==> config.mk <==
export PLATFORM = sky130hd
export DESIGN_NAME = mipsCpu
export DESIGN_NICKNAME = d
export VERILOG_FILES = /design/src/mipsPkg.sv /design/src/mipsAlu.sv /design/src/mipsCpu.sv /design/src/mipsDatapath.sv /design/src/multiCycleControl.sv /design/src/registerFile.sv
export VERILOG_INCLUDE_DIRS = /design/src
export SDC_FILE = /design/constraint.sdc
export NUM_CORES = 2
export LEC_CHECK = 0
export BUFFER_PORTS_ARGS = -buffer_cell sky130_fd_sc_hd__buf_2
export CAP_MARGIN = 5
export CORE_MARGIN = 2
export CORE_UTILIZATION = 65
export CTS_BUF_LIST = sky130_fd_sc_hd__clkbuf_4
export DETAILED_ROUTE_END_ITERATION = 8
export PLACE_DENSITY = 0.9
export SLEW_MARGIN = 20
export SYNTH_ARGS = -nofsm -noshare
export SYNTH_HDL_FRONTEND = slang
export SYNTH_SLANG_ARGS = --single-unit
==> constraint.sdc <==
create_clock -name clk -period 34.6 [get_ports clk]
set_clock_uncertainty 0.1 [all_clocks]
set_input_delay 0 -clock clk [delete_from_list [all_inputs] [get_ports clk]]
set_output_delay 0 -clock clk [all_outputs]
set_load 0.01 [all_outputs]
==> src/mipsCpu_config.svh <==
`ifndef MIPS_CPU_CONFIG_SVH
`define MIPS_CPU_CONFIG_SVH

// word width of the core and of the memory bus
`define MIPS_DATA_W 32

// general purpose registers, register 0 reads as zero
`define MIPS_REG_COUNT 32

// address of the first instruction fetch
`define MIPS_RESET_PC 32'h0000_0000

`endif

==> src/mipsPkg.sv <==
`include "mipsCpu_config.svh"

package mipsPkg;

    // supported primary opcodes
    typedef enum logic [5:0] {
        OP_RTYPE = 6'h00,
        OP_J     = 6'h02,
        OP_BEQ   = 6'h04,
        OP_BNE   = 6'h05,
        OP_ADDI  = 6'h08,
        OP_SLTI  = 6'h0A,
        OP_ANDI  = 6'h0C,
        OP_ORI   = 6'h0D,
        OP_XORI  = 6'h0E,
        OP_LUI   = 6'h0F,
        OP_LW    = 6'h23,
        OP_SW    = 6'h2B
    } opcodeT;

    // R-type function codes
    typedef enum logic [5:0] {
        FN_SLL = 6'h00,
        FN_SRL = 6'h02,
        FN_ADD = 6'h20,
        FN_SUB = 6'h22,
        FN_AND = 6'h24,
        FN_OR  = 6'h25,
        FN_SLT = 6'h2A
    } functT;

    // instruction steps
    typedef enum logic [3:0] {
        ST_FETCH     = 4'h0,
        ST_DECODE    = 4'h1,
        ST_MEM_ADDR  = 4'h2,
        ST_MEM_READ  = 4'h3,
        ST_MEM_WB    = 4'h4,
        ST_MEM_WRITE = 4'h5,
        ST_R_EXEC    = 4'h6,
        ST_R_WB      = 4'h7,
        ST_BEQ_DONE  = 4'h8,
        ST_JUMP_DONE = 4'h9,
        ST_BNE_DONE  = 4'hA,
        ST_I_EXEC    = 4'hB,
        ST_I_WB      = 4'hC,
        ST_RESET     = 4'hF
    } stateT;

    // what decides the ALU operation
    typedef enum logic [1:0] {ALUOP_ADD, ALUOP_SUB, ALUOP_FUNCT, ALUOP_IMM} aluOpT;

    typedef enum logic [3:0] {
        ALU_ADD, ALU_SUB, ALU_AND, ALU_OR, ALU_XOR, ALU_SLT, ALU_SLL, ALU_SRL, ALU_LUI
    } aluFnT;

    typedef enum logic [1:0] {SRCB_REG_B, SRCB_FOUR, SRCB_IMM, SRCB_IMM_SH2} aluSrcBT;

    typedef enum logic [1:0] {PC_ALU_RESULT, PC_ALU_OUT, PC_JUMP_TARGET} pcSrcT;

    typedef enum logic [1:0] {BR_NONE, BR_EQ, BR_NE} branchCondT;

    // 17-bit control word
    typedef struct packed {
        branchCondT branchCond;
        logic       pcWrite;
        logic       iorD;
        logic       memRead;
        logic       memWrite;
        logic       memToReg;
        logic       irWrite;
        pcSrcT      pcSource;
        aluOpT      aluOp;
        logic       aluSrcA;
        aluSrcBT    aluSrcB;
        logic       regWrite;
        logic       regDst;
    } ctrlT;

    // unified memory request
    typedef struct packed {
        logic [`MIPS_DATA_W-1:0] addr;
        logic [`MIPS_DATA_W-1:0] wdata;
        logic                    read;
        logic                    write;
    } memReqT;

endpackage

==> src/mipsAlu.sv <==
`timescale 1ns/1ps
`include "mipsCpu_config.svh"

module mipsAlu (
    input  mipsPkg::aluOpT           aluOp,
    input  mipsPkg::opcodeT          opcode,
    input  mipsPkg::functT           funct,
    input  logic [4:0]               shamt,
    input  logic [`MIPS_DATA_W-1:0]  a,
    input  logic [`MIPS_DATA_W-1:0]  b,
    output logic [`MIPS_DATA_W-1:0]  result,
    output logic                     zero
);
    import mipsPkg::*;

    aluFnT fn;

    // operation select
    always_comb begin
        fn = ALU_ADD;
        case (aluOp)
            ALUOP_ADD: fn = ALU_ADD;
            ALUOP_SUB: fn = ALU_SUB;
            ALUOP_FUNCT: begin
                case (funct)
                    FN_SUB:  fn = ALU_SUB;
                    FN_AND:  fn = ALU_AND;
                    FN_OR:   fn = ALU_OR;
                    FN_SLT:  fn = ALU_SLT;
                    FN_SLL:  fn = ALU_SLL;
                    FN_SRL:  fn = ALU_SRL;
                    default: fn = ALU_ADD;
                endcase
            end
            ALUOP_IMM: begin
                case (opcode)
                    OP_ANDI: fn = ALU_AND;
                    OP_ORI:  fn = ALU_OR;
                    OP_XORI: fn = ALU_XOR;
                    OP_SLTI: fn = ALU_SLT;
                    OP_LUI:  fn = ALU_LUI;
                    default: fn = ALU_ADD;
                endcase
            end
            default: fn = ALU_ADD;
        endcase
    end

    always_comb begin
        case (fn)
            ALU_SUB: result = a - b;
            ALU_AND: result = a & b;
            ALU_OR:  result = a | b;
            ALU_XOR: result = a ^ b;
            // signed compare
            ALU_SLT: result = {{(`MIPS_DATA_W-1){1'b0}}, $signed(a) < $signed(b)};
            ALU_SLL: result = b << shamt;
            ALU_SRL: result = b >> shamt;
            ALU_LUI: result = b << 16;
            default: result = a + b;
        endcase
    end

    assign zero = (result == '0);

endmodule

==> src/mipsCpu.sv <==
`timescale 1ns/1ps
`include "mipsCpu_config.svh"

module mipsCpu (
    input  logic                    clk,
    input  logic                    rst,
    output mipsPkg::memReqT         memReq,
    input  logic [`MIPS_DATA_W-1:0] memRData,
    output mipsPkg::stateT          cpuState
);
    import mipsPkg::*;

    ctrlT   ctrl;
    opcodeT opcode;
    functT  funct;

    // step sequencer
    multiCycleControl control_i (
        .clk    (clk),
        .rst    (rst),
        .opcode (opcode),
        .funct  (funct),
        .ctrl   (ctrl),
        .state  (cpuState)
    );

    mipsDatapath datapath_i (
        .clk      (clk),
        .rst      (rst),
        .ctrl     (ctrl),
        .opcode   (opcode),
        .funct    (funct),
        .memReq   (memReq),
        .memRData (memRData)
    );

endmodule

==> src/mipsDatapath.sv <==
`timescale 1ns/1ps
`include "mipsCpu_config.svh"

module mipsDatapath (
    input  logic                    clk,
    input  logic                    rst,
    input  mipsPkg::ctrlT           ctrl,
    output mipsPkg::opcodeT         opcode,
    output mipsPkg::functT          funct,
    output mipsPkg::memReqT         memReq,
    input  logic [`MIPS_DATA_W-1:0] memRData
);
    import mipsPkg::*;

    logic [`MIPS_DATA_W-1:0] pc;
    logic [`MIPS_DATA_W-1:0] ir;
    logic [`MIPS_DATA_W-1:0] mdr;
    logic [`MIPS_DATA_W-1:0] regA;
    logic [`MIPS_DATA_W-1:0] regB;
    logic [`MIPS_DATA_W-1:0] aluOut;
    logic [`MIPS_DATA_W-1:0] rdata1;
    logic [`MIPS_DATA_W-1:0] rdata2;
    logic [`MIPS_DATA_W-1:0] srcA;
    logic [`MIPS_DATA_W-1:0] srcB;
    logic [`MIPS_DATA_W-1:0] aluResult;
    logic [`MIPS_DATA_W-1:0] nextPc;
    logic [`MIPS_DATA_W-1:0] immSign;
    logic [`MIPS_DATA_W-1:0] immExt;
    logic [`MIPS_DATA_W-1:0] regWData;
    logic [4:0]              regWAddr;
    logic                    zero;
    logic                    zeroExtImm;
    logic                    pcEn;

    assign opcode = opcodeT'(ir[31:26]);
    assign funct  = functT'(ir[5:0]);

    // logic immediates are zero-extended
    assign zeroExtImm = (opcode == OP_ANDI) || (opcode == OP_ORI) || (opcode == OP_XORI);
    assign immSign    = {{16{ir[15]}}, ir[15:0]};
    assign immExt     = zeroExtImm ? {16'h0000, ir[15:0]} : immSign;

    assign regWAddr = ctrl.regDst ? ir[15:11] : ir[20:16];
    assign regWData = ctrl.memToReg ? mdr : aluOut;

    registerFile regFile_i (
        .clk    (clk),
        .rst    (rst),
        .raddr1 (ir[25:21]),
        .raddr2 (ir[20:16]),
        .waddr  (regWAddr),
        .we     (ctrl.regWrite),
        .wdata  (regWData),
        .rdata1 (rdata1),
        .rdata2 (rdata2)
    );

    assign srcA = ctrl.aluSrcA ? regA : pc;

    always_comb begin
        case (ctrl.aluSrcB)
            SRCB_FOUR:    srcB = 32'd4;
            SRCB_IMM:     srcB = immExt;
            // branch offsets are always signed
            SRCB_IMM_SH2: srcB = immSign << 2;
            default:      srcB = regB;
        endcase
    end

    mipsAlu alu_i (
        .aluOp  (ctrl.aluOp),
        .opcode (opcode),
        .funct  (funct),
        .shamt  (ir[10:6]),
        .a      (srcA),
        .b      (srcB),
        .result (aluResult),
        .zero   (zero)
    );

    always_comb begin
        case (ctrl.pcSource)
            PC_ALU_OUT:     nextPc = aluOut;
            PC_JUMP_TARGET: nextPc = {pc[31:28], ir[25:0], 2'b00};
            default:        nextPc = aluResult;
        endcase
    end

    assign pcEn = ctrl.pcWrite
                || ((ctrl.branchCond == BR_EQ) && zero)
                || ((ctrl.branchCond == BR_NE) && !zero);

    always_ff @(posedge clk or posedge rst) begin
        if (rst) begin
            pc <= `MIPS_RESET_PC;
            ir <= '0;
        end else begin
            if (pcEn) begin
                pc <= nextPc;
            end
            if (ctrl.irWrite) begin
                ir <= memRData;
            end
        end
    end

    // step registers, loaded every cycle
    always_ff @(posedge clk) begin
        mdr    <= memRData;
        regA   <= rdata1;
        regB   <= rdata2;
        aluOut <= aluResult;
    end

    assign memReq.addr  = ctrl.iorD ? aluOut : pc;
    assign memReq.wdata = regB;
    assign memReq.read  = ctrl.memRead;
    assign memReq.write = ctrl.memWrite;

endmodule

==> src/multiCycleControl.sv <==
`timescale 1ns/1ps

module multiCycleControl (
    input  logic            clk,
    input  logic            rst,
    input  mipsPkg::opcodeT opcode,
    input  mipsPkg::functT  funct,
    output mipsPkg::ctrlT   ctrl,
    output mipsPkg::stateT  state
);
    import mipsPkg::*;

    stateT nextState;
    logic  isMem;
    logic  isImm;
    logic  isR;

    always_ff @(posedge clk or posedge rst) begin
        if (rst) begin
            state <= ST_RESET;
        end else begin
            state <= nextState;
        end
    end

    // instruction class from the instruction register
    always_comb begin
        isMem = 1'b0;
        isImm = 1'b0;
        isR   = 1'b0;
        case (opcode)
            OP_LW, OP_SW: isMem = 1'b1;
            OP_ADDI, OP_ANDI, OP_ORI, OP_XORI, OP_SLTI, OP_LUI: isImm = 1'b1;
            default: isMem = 1'b0;
        endcase
        // R-type only counts with a supported funct
        if (opcode == OP_RTYPE) begin
            case (funct)
                FN_ADD, FN_SUB, FN_AND, FN_OR, FN_SLT, FN_SLL, FN_SRL: isR = 1'b1;
                default: isR = 1'b0;
            endcase
        end
    end

    always_comb begin
        ctrl      = '0;
        nextState = ST_RESET;
        case (state)
            ST_RESET: begin
                nextState = ST_FETCH;
            end
            ST_FETCH: begin
                // IR = mem[PC], PC += 4
                ctrl.memRead  = 1'b1;
                ctrl.irWrite  = 1'b1;
                ctrl.aluSrcB  = SRCB_FOUR;
                ctrl.aluOp    = ALUOP_ADD;
                ctrl.pcWrite  = 1'b1;
                ctrl.pcSource = PC_ALU_RESULT;
                nextState     = ST_DECODE;
            end
            ST_DECODE: begin
                // branch target into ALUOut while A and B load
                ctrl.aluSrcB = SRCB_IMM_SH2;
                ctrl.aluOp   = ALUOP_ADD;
                if (isMem) begin
                    nextState = ST_MEM_ADDR;
                end else if (isR) begin
                    nextState = ST_R_EXEC;
                end else if (opcode == OP_BEQ) begin
                    nextState = ST_BEQ_DONE;
                end else if (opcode == OP_BNE) begin
                    nextState = ST_BNE_DONE;
                end else if (opcode == OP_J) begin
                    nextState = ST_JUMP_DONE;
                end else if (isImm) begin
                    nextState = ST_I_EXEC;
                end else begin
                    // illegal, instruction is skipped
                    nextState = ST_RESET;
                end
            end
            ST_MEM_ADDR: begin
                ctrl.aluSrcA = 1'b1;
                ctrl.aluSrcB = SRCB_IMM;
                ctrl.aluOp   = ALUOP_ADD;
                if (opcode == OP_LW) begin
                    nextState = ST_MEM_READ;
                end else if (opcode == OP_SW) begin
                    nextState = ST_MEM_WRITE;
                end else begin
                    nextState = ST_RESET;
                end
            end
            ST_MEM_READ: begin
                ctrl.memRead = 1'b1;
                ctrl.iorD    = 1'b1;
                nextState    = ST_MEM_WB;
            end
            ST_MEM_WB: begin
                // rt = MDR
                ctrl.regWrite = 1'b1;
                ctrl.memToReg = 1'b1;
                nextState     = ST_FETCH;
            end
            ST_MEM_WRITE: begin
                ctrl.memWrite = 1'b1;
                ctrl.iorD     = 1'b1;
                nextState     = ST_FETCH;
            end
            ST_R_EXEC: begin
                ctrl.aluSrcA = 1'b1;
                ctrl.aluSrcB = SRCB_REG_B;
                ctrl.aluOp   = ALUOP_FUNCT;
                nextState    = ST_R_WB;
            end
            ST_R_WB: begin
                ctrl.regDst   = 1'b1;
                ctrl.regWrite = 1'b1;
                nextState     = ST_FETCH;
            end
            ST_BEQ_DONE, ST_BNE_DONE: begin
                // compare A with B, target already sits in ALUOut
                ctrl.aluSrcA    = 1'b1;
                ctrl.aluSrcB    = SRCB_REG_B;
                ctrl.aluOp      = ALUOP_SUB;
                ctrl.pcSource   = PC_ALU_OUT;
                ctrl.branchCond = (state == ST_BEQ_DONE) ? BR_EQ : BR_NE;
                nextState       = ST_FETCH;
            end
            ST_JUMP_DONE: begin
                ctrl.pcWrite  = 1'b1;
                ctrl.pcSource = PC_JUMP_TARGET;
                nextState     = ST_FETCH;
            end
            ST_I_EXEC: begin
                ctrl.aluSrcA = 1'b1;
                ctrl.aluSrcB = SRCB_IMM;
                ctrl.aluOp   = ALUOP_IMM;
                nextState    = ST_I_WB;
            end
            ST_I_WB: begin
                // rt = ALUOut
                ctrl.regWrite = 1'b1;
                nextState     = ST_FETCH;
            end
            default: nextState = ST_RESET;
        endcase
    end

endmodule

==> src/registerFile.sv <==
`timescale 1ns/1ps
`include "mipsCpu_config.svh"

module registerFile (
    input  logic                    clk,
    input  logic                    rst,
    input  logic [4:0]              raddr1,
    input  logic [4:0]              raddr2,
    input  logic [4:0]              waddr,
    input  logic                    we,
    input  logic [`MIPS_DATA_W-1:0] wdata,
    output logic [`MIPS_DATA_W-1:0] rdata1,
    output logic [`MIPS_DATA_W-1:0] rdata2
);

    logic [`MIPS_DATA_W-1:0] regs [`MIPS_REG_COUNT];

    always_ff @(posedge clk or posedge rst) begin
        if (rst) begin
            for (int i = 0; i < `MIPS_REG_COUNT; i++) begin
                regs[i] <= '0;
            end
        end else if (we && (waddr != 5'd0)) begin
            regs[waddr] <= wdata;
        end
    end

    // asynchronous reads, $zero is hardwired
    assign rdata1 = (raddr1 == 5'd0) ? '0 : regs[raddr1];
    assign rdata2 = (raddr2 == 5'd0) ? '0 : regs[raddr2];

endmodule
==> results list, run 1 <==
- Outcome: aborted with a tool error
* Stage where the flow stopped: global routing
- The tool reported: "[ERROR GRT-0232] Routing congestion too high. Check the congestion heatmap in the GUI".
- The most used flip-flop cell after synthesis is sky130_fd_sc_hd__dfrtp_1.
- During I/O placement, the number of pins put on the boundary was 104.
* Master cell of the clock root buffer: sky130_fd_sc_hd__clkbuf_4
- The die is 334 µm tall.
* Syn_nets: 6980
- Pin count of the biggest net entering global routing: 191
* GR Util All Layers: 79.2%
- Share of the yosys chip area belonging to registers: 42.4%
* Compound-cell area share of the yosys netlist: 16.3%
- HPWL after detailed placement: 207000 µm
- Routability Congestion: 1.17
- Post-CTS repair changed the size of 0 cells.
- Cell count after synthesis: 6846
- Summing the areas of all and, or, nand and nor instances in the mapped netlist gives 11.2% of the synthesized area.
* Combinational family with the most area after synthesis: multiplexers
* Number of storage elements in the synthesis netlist: 1220
- Multiplexer share of the synthesized area: 23.3%
* Clock buffers created by TritonCTS: 329
- The number of antenna violations at the first check in global routing came to 62.
- Synthesized cell area: 70600 µm²
- The H-tree was split into 5 levels.
- Clock Path Buffers: 4
- Sinks on Clock Net: 1220
- Initial Utilization: 65.7%
* Average instance area after synthesis: 10.3 µm²
* Row count: 120
* Parity-gate share of the synthesized area counting xor and xnor cells: 0.447%
* Adder-Cell Fraction of Synth Area: 1.79%
- Count of synthesis-stage warnings from yosys: 0
- Die width: 334 µm
- During placement, the flow inserted port buffers numbering 103.
- After global routing the overflow that remains totals 160.
* Share of synthesized flip-flops with an asynchronous set or reset: 89.5%
- Post-synthesis cell type count: 108
* Post-synth EDFFs: 0
==> cell families after synthesis <==
kind of cell | Yosys count
flops | 1220
buf+inv | 809
compound gates | 1901
simple gates | 1858
mux | 922
xor+xnor | 36
fa+ha+maj | 100
==> layer usage <==
metal,GRT overflow,global-route usage (%)
met3,6,68.1
met5,2,45.3
met4,61,72.8
met1,11,81.6
met2,80,91.5
==> synthesized netlist by cell type, types with 13 or more instances <==
library cell | n | area share (%)
sky130_fd_sc_hd__a211o_1 | 43 | 0.53
sky130_fd_sc_hd__a211oi_1 | 62 | 0.66
sky130_fd_sc_hd__a21o_1 | 23 | 0.24
sky130_fd_sc_hd__a21oi_1 | 967 | 6.9
sky130_fd_sc_hd__a221oi_1 | 60 | 0.74
sky130_fd_sc_hd__a22o_1 | 14 | 0.17
sky130_fd_sc_hd__a22oi_1 | 35 | 0.37
sky130_fd_sc_hd__a31oi_1 | 29 | 0.26
sky130_fd_sc_hd__and2_1 | 16 | 0.14
sky130_fd_sc_hd__and3_1 | 13 | 0.12
sky130_fd_sc_hd__buf_1 | 90 | 0.48
sky130_fd_sc_hd__buf_2 | 54 | 0.38
sky130_fd_sc_hd__buf_4 | 19 | 0.20
sky130_fd_sc_hd__clkbuf_1 | 519 | 2.8
sky130_fd_sc_hd__dfrtp_1 | 1088 | 39
sky130_fd_sc_hd__dfxtp_1 | 128 | 3.6
sky130_fd_sc_hd__ha_1 | 98 | 1.7
sky130_fd_sc_hd__inv_1 | 113 | 0.60
sky130_fd_sc_hd__mux2_1 | 20 | 0.32
sky130_fd_sc_hd__mux2_2 | 158 | 2.5
sky130_fd_sc_hd__mux2i_1 | 184 | 2.6
sky130_fd_sc_hd__mux4_2 | 560 | 18
sky130_fd_sc_hd__nand2_1 | 374 | 2.0
sky130_fd_sc_hd__nand2b_1 | 31 | 0.27
sky130_fd_sc_hd__nand3_1 | 57 | 0.40
sky130_fd_sc_hd__nand4_1 | 35 | 0.31
sky130_fd_sc_hd__nand4b_1 | 15 | 0.19
sky130_fd_sc_hd__nor2_1 | 1104 | 5.9
sky130_fd_sc_hd__nor2b_1 | 16 | 0.14
sky130_fd_sc_hd__nor3_1 | 77 | 0.55
sky130_fd_sc_hd__nor4_1 | 27 | 0.24
sky130_fd_sc_hd__o211ai_1 | 44 | 0.47
sky130_fd_sc_hd__o21ai_0 | 313 | 2.2
sky130_fd_sc_hd__o21bai_1 | 14 | 0.15
sky130_fd_sc_hd__o221ai_1 | 35 | 0.43
sky130_fd_sc_hd__o22ai_1 | 62 | 0.55
sky130_fd_sc_hd__o31ai_1 | 27 | 0.29
sky130_fd_sc_hd__or2_2 | 22 | 0.20
sky130_fd_sc_hd__or3_1 | 31 | 0.27
sky130_fd_sc_hd__xnor2_1 | 33 | 0.41
==> stage by stage <==
step           std cells  area, µm²  hold slack [ns]  utilization [%]  setup slack, ns
2_1_floorplan       6846      70600          -0.0723                -             3.76
3_3_place_gp        7853      72000           0.0173             67.1            25.98
3_5_place_dp        7853      72000           0.0220             67.1            25.96
4_1_cts             8513      77000          0.00134             71.7            25.75
==> timing repair <==
| item | 4_1_cts |
|---|---|
| setup buffers | 0 |
| endpoints found under the hold margin | 378 |
| hold buffers | 88 |
| setup endpoints to repair | 0 |
==> run 2, diff against run 1 <==
--- a/config.mk
+++ b/config.mk
@@ -9,10 +9,9 @@
 export BUFFER_PORTS_ARGS = -buffer_cell sky130_fd_sc_hd__buf_2
 export CAP_MARGIN = 5
 export CORE_MARGIN = 2
-export CORE_UTILIZATION = 65
-export CTS_BUF_LIST = sky130_fd_sc_hd__clkbuf_4
+export CORE_UTILIZATION = 40
 export DETAILED_ROUTE_END_ITERATION = 8
-export PLACE_DENSITY = 0.9
+export PLACE_DENSITY_LB_ADDON = 0.15
 export SLEW_MARGIN = 20
 export SYNTH_ARGS = -nofsm -noshare
 export SYNTH_HDL_FRONTEND = slang
==> run 2 against run 1 <==
  * The run now ends clean
  * Area after synthesis stayed put
  * Synthesized cell count stayed put
==> results list, run 2 <==
- Outcome: finished clean
* Multiplexer share of the synthesized area: 23.3%
- The number of antenna violations at the first check in global routing came to 13.
- In the synthesized netlist the async set-or-reset flop fraction comes to 89.5%.
* Post-CTS setup buffers: 0
* Int Power: 5260 µW
* DIE AREA: 180000 µm²
- Remaining design rule violation count: 0
- Adder-Cell Fraction of Synth Area: 1.79%
- Aggregate global routing overflow: 0
- Total Nets Final: 6809
* Worst hold path cell count: 3
* Synthesized cell area: 70600 µm²
- Post-synthesis cell type count: 108
- Total placed instance area: 73400 µm²
- Entering global routing, the biggest net connects 160 pins.
- STA classifies the critical path startpoint as a flip-flop.
- Final hold analysis gives a worst-case slack of 0.0519 ns.
- The final-report max-slew violation count came to 0.
- Sinks on Clock Net: 1220
- Buffers inserted during clock tree synthesis total 137.
- The detailed router finished its first iteration with 6647 violations.
* Fraction of post-synthesis cell area in the top cell type by area: 38.6%
- The biggest area contributor in the post-synthesis netlist is sky130_fd_sc_hd__dfrtp_1.
- Path category of the worst min-delay check: primary input to flip-flop
* Number of maximum-capacitance violations: 0
- Critical hold path startpoint: memRData[11]
* Sum Neg Setup Slack: 0 ns
* Setup violations, final: 0
- Number of flip-flops under the largest register name: 1024
* Simple-Gate Fraction of Synth Area: 11.2%
- In this run the critical register-to-register path is launched from control_i.state[1].
* Min cycle time layout: 9.65 ns
* Clock-pin slew reported for the worst setup and hold paths after clock tree synthesis: 0.06 ns
* Most used routing layer: met2
- Endpoint of the most critical register-to-register path: datapath_i.pc[22]
* I/O pin count: 104
- STA classifies the critical path endpoint as a flip-flop.
- The analysis attributes to net switching a power of 4990 µW.
* Initial Utilization: 40.2%
- Share of the yosys chip area belonging to registers: 42.4%
- Ranked by total cell area, the synthesized netlist is headed by sky130_fd_sc_hd__dfrtp_1, sky130_fd_sc_hd__mux4_2, sky130_fd_sc_hd__a21oi_1.
- Quantity of I/O buffers inserted on ports: 103
* Most numerous cell in the Yosys netlist: sky130_fd_sc_hd__nor2_1
* Portion of total power attributed to sequential cells: 26.4%
- Summing the areas of all compound-gate instances in the mapped netlist gives 16.3% of the synthesized area.
* Crit Path Class: flip-flop to flip-flop
* Post-DR vias/cell: 6.33
- The clock reaches the later pin of the worst-skew pair after 0.80 ns.
- For this run, the number of Yosys warnings is 0.
- Die width: 424 µm
* Most frequent cells in the layout: sky130_fd_sc_hd__nor2_1, sky130_fd_sc_hd__dfrtp_1, sky130_fd_sc_hd__a21oi_1, sky130_fd_sc_hd__mux4_2, sky130_fd_sc_hd__nand2_1
- Synth cell count leaders: sky130_fd_sc_hd__nor2_1, sky130_fd_sc_hd__dfrtp_1, sky130_fd_sc_hd__a21oi_1
- Measured against its own limit, the worst slew margin works out to 17.0%.
* HPWL after detailed placement: 206000 µm
- For hold timing, the worst endpoint is datapath_i.ir[11].
- The floorplan step defined a core boundary enclosing 176000 µm².
- Most frequently used flop master after synthesis: sky130_fd_sc_hd__dfrtp_1
* Count of final hold-check violations: 0
- Floorplan die height: 424 µm
- Layout cells sized above 1: 20.7%
* Required arrival time at the worst endpoint: 35.16 ns
- The finished cells cover 78900 µm².
* Peak clock frequency supported by timing: 0.104 GHz
* ANT nets after route: 0
* Logic depth of the worst register-to-register path: 17
- Wire length after detailed routing: 303000 µm
* Total number of vias: 57800
- For this run, global-route usage on met2 was measured as 52.1%.
- For met3 alone, demand over resource in global routing was 6.01%.
- Clock tree from TritonCTS: built
* H-tree level count: 4
- For met1 alone, demand over resource in global routing was 44.0%.
- Clock Path Buffers: 3
- Share of power burned in combinational logic: 58.6%
* Worst-case vdd ir drop: 0.0788 mV
* Power density over the cells: 130 nW/µm²
- The first detailed-routing pass ran for 7 iterations.
- After floorplanning, the core was divided into 154 placement rows.
- Setup slack on the worst flop-to-flop path: 24.95 ns
- Of the total power, the clock network draws 15.0%.
- The number of global-route vias before repair is 56200.
- Post-synth EDFFs: 0
- After detailed routing, the average wire length per cell comes to 33.2 µm.
- The worst path uses 27.9% of the clock period.
- Crit Path Max Fanout: 56
- Combinational family with the most area after synthesis: multiplexers
- Leaving out fill and tap cells, the most frequent cell in the layout is sky130_fd_sc_hd__nor2_1.
- Setup repair after global routing left no endpoint under its margin.
- Average instance area after synthesis: 10.3 µm²
- The root buffer cell chosen for the clock tree is sky130_fd_sc_hd__clkbuf_16.
- First-pass GRT wire length: 432000 µm
- GR Util All Layers: 33.5%
* Parity-gate share of the synthesized area counting xor and xnor cells: 0.447%
- Counting flops and latches in the post-synthesis netlist gives 1220.
- Net switching is 48.7% of the power.
* P_leak: 0.0330 µW
- Synthesis produced a netlist with a net count of 6980.
- The register with the most flip-flops in the final layout is datapath_i.regFile_i.regs.
- Post-CTS Resized: 0
* Routability Congestion: 1.10
- For the worst setup path, the data arrival time is 10.21 ns.
- Cell count after synthesis: 6846
- The number of hold buffers added after CTS was 68.
- Area overhead of the layout relative to synthesis: 11.8%
* Actual slew at the worst max-slew pin: 1.24 ns
-- run 2: cell counts after synthesis --
No cell type changed its count.
-- run 2: worst max path at each step --
stage               slack (ns)          startpoint                end
finish                   24.95  control_i.state[1]  datapath_i.pc[22]
global route             24.72  control_i.state[1]  datapath_i.pc[22]
CTS                      25.38  control_i.state[1]  datapath_i.pc[22]
detailed placement       25.45  control_i.state[1]  datapath_i.pc[22]
global placement         25.55  control_i.state[1]  datapath_i.pc[20]
floorplan                 3.76                 rst   datapath_i.ir[0]
-- run 2: critical path, stage by stage (launching register included) --
cell and delay [ns]:
sky130_fd_sc_hd__dfstp_2 1.23, sky130_fd_sc_hd__nand4b_1 0.72, sky130_fd_sc_hd__nand2_1 0.25, sky130_fd_sc_hd__buf_4 0.50
sky130_fd_sc_hd__a2bb2oi_1 1.01, sky130_fd_sc_hd__ha_1 0.63, sky130_fd_sc_hd__nand2_1 0.19, sky130_fd_sc_hd__o31ai_1 0.41
sky130_fd_sc_hd__or4b_2 0.69, sky130_fd_sc_hd__o311ai_0 0.65, sky130_fd_sc_hd__a2111oi_0 0.28, sky130_fd_sc_hd__a2111oi_2 0.26
sky130_fd_sc_hd__a2bb2oi_1 0.71, sky130_fd_sc_hd__and4_1 0.36, sky130_fd_sc_hd__nand3_1 0.13, sky130_fd_sc_hd__a221oi_4 0.54
sky130_fd_sc_hd__buf_4 0.40, sky130_fd_sc_hd__mux2_2 0.38
-- run 2: area by class of cell --
type,instances,area [µm²]
Sequential cell,1220,29900
Inverter,120,458
Multi-Input combinational cell,4817,37900
Clock buffer,190,3850
Antenna cell,3,7.51
Clock inverter,58,866
Fill cell,16600,96800
Timing Repair Buffer,379,2930
Tap cell,2340,2930
-- run 2: cell families (layout without fill, tap and decap cells) --
kind of cell	after synthesis	after routing
adders and majority gates	100	100
and+or+nand+nor	1858	1858
AOI/OAI and AO/OA	1901	1901
other	0	3
xor gates and xnor gates	36	36
buffers and inverters	809	747
muxes	922	922
DFF	1220	1220
-- run 2: through the flow --
stage / power, µW / util, % / setup WS (ns) / cells
after floorplan: 6370 / - / 3.76 / 6846
after global placement: 8500 / 41.7 / 25.55 / 8803
after detailed placement: 8530 / 41.7 / 25.45 / 8803
after CTS: 10100 / 44.8 / 25.38 / 9119
after global routing: 10700 / 44.9 / 24.72 / 9125
final: 10200 / 44.9 / 24.95 / 9127
-- run 2: per-layer routing --
metal  vias up  wire length (µm)
met4         6             21300
li1      24900                 -
met2      2620            138000
met5         -                40
met3       736             22100
met1     29500            122000
-- run 2: power by group through the flow --
stage	Combinational, µW	Clock, µW	Sequential (µW)
detailed placement	5820	0	2710
global route	6320	1620	2780
finish	6010	1540	2700
CTS	5850	1570	2690
floorplan	4010	0	2370
global placement	5820	0	2680
Power figures use the tool's default switching activity.
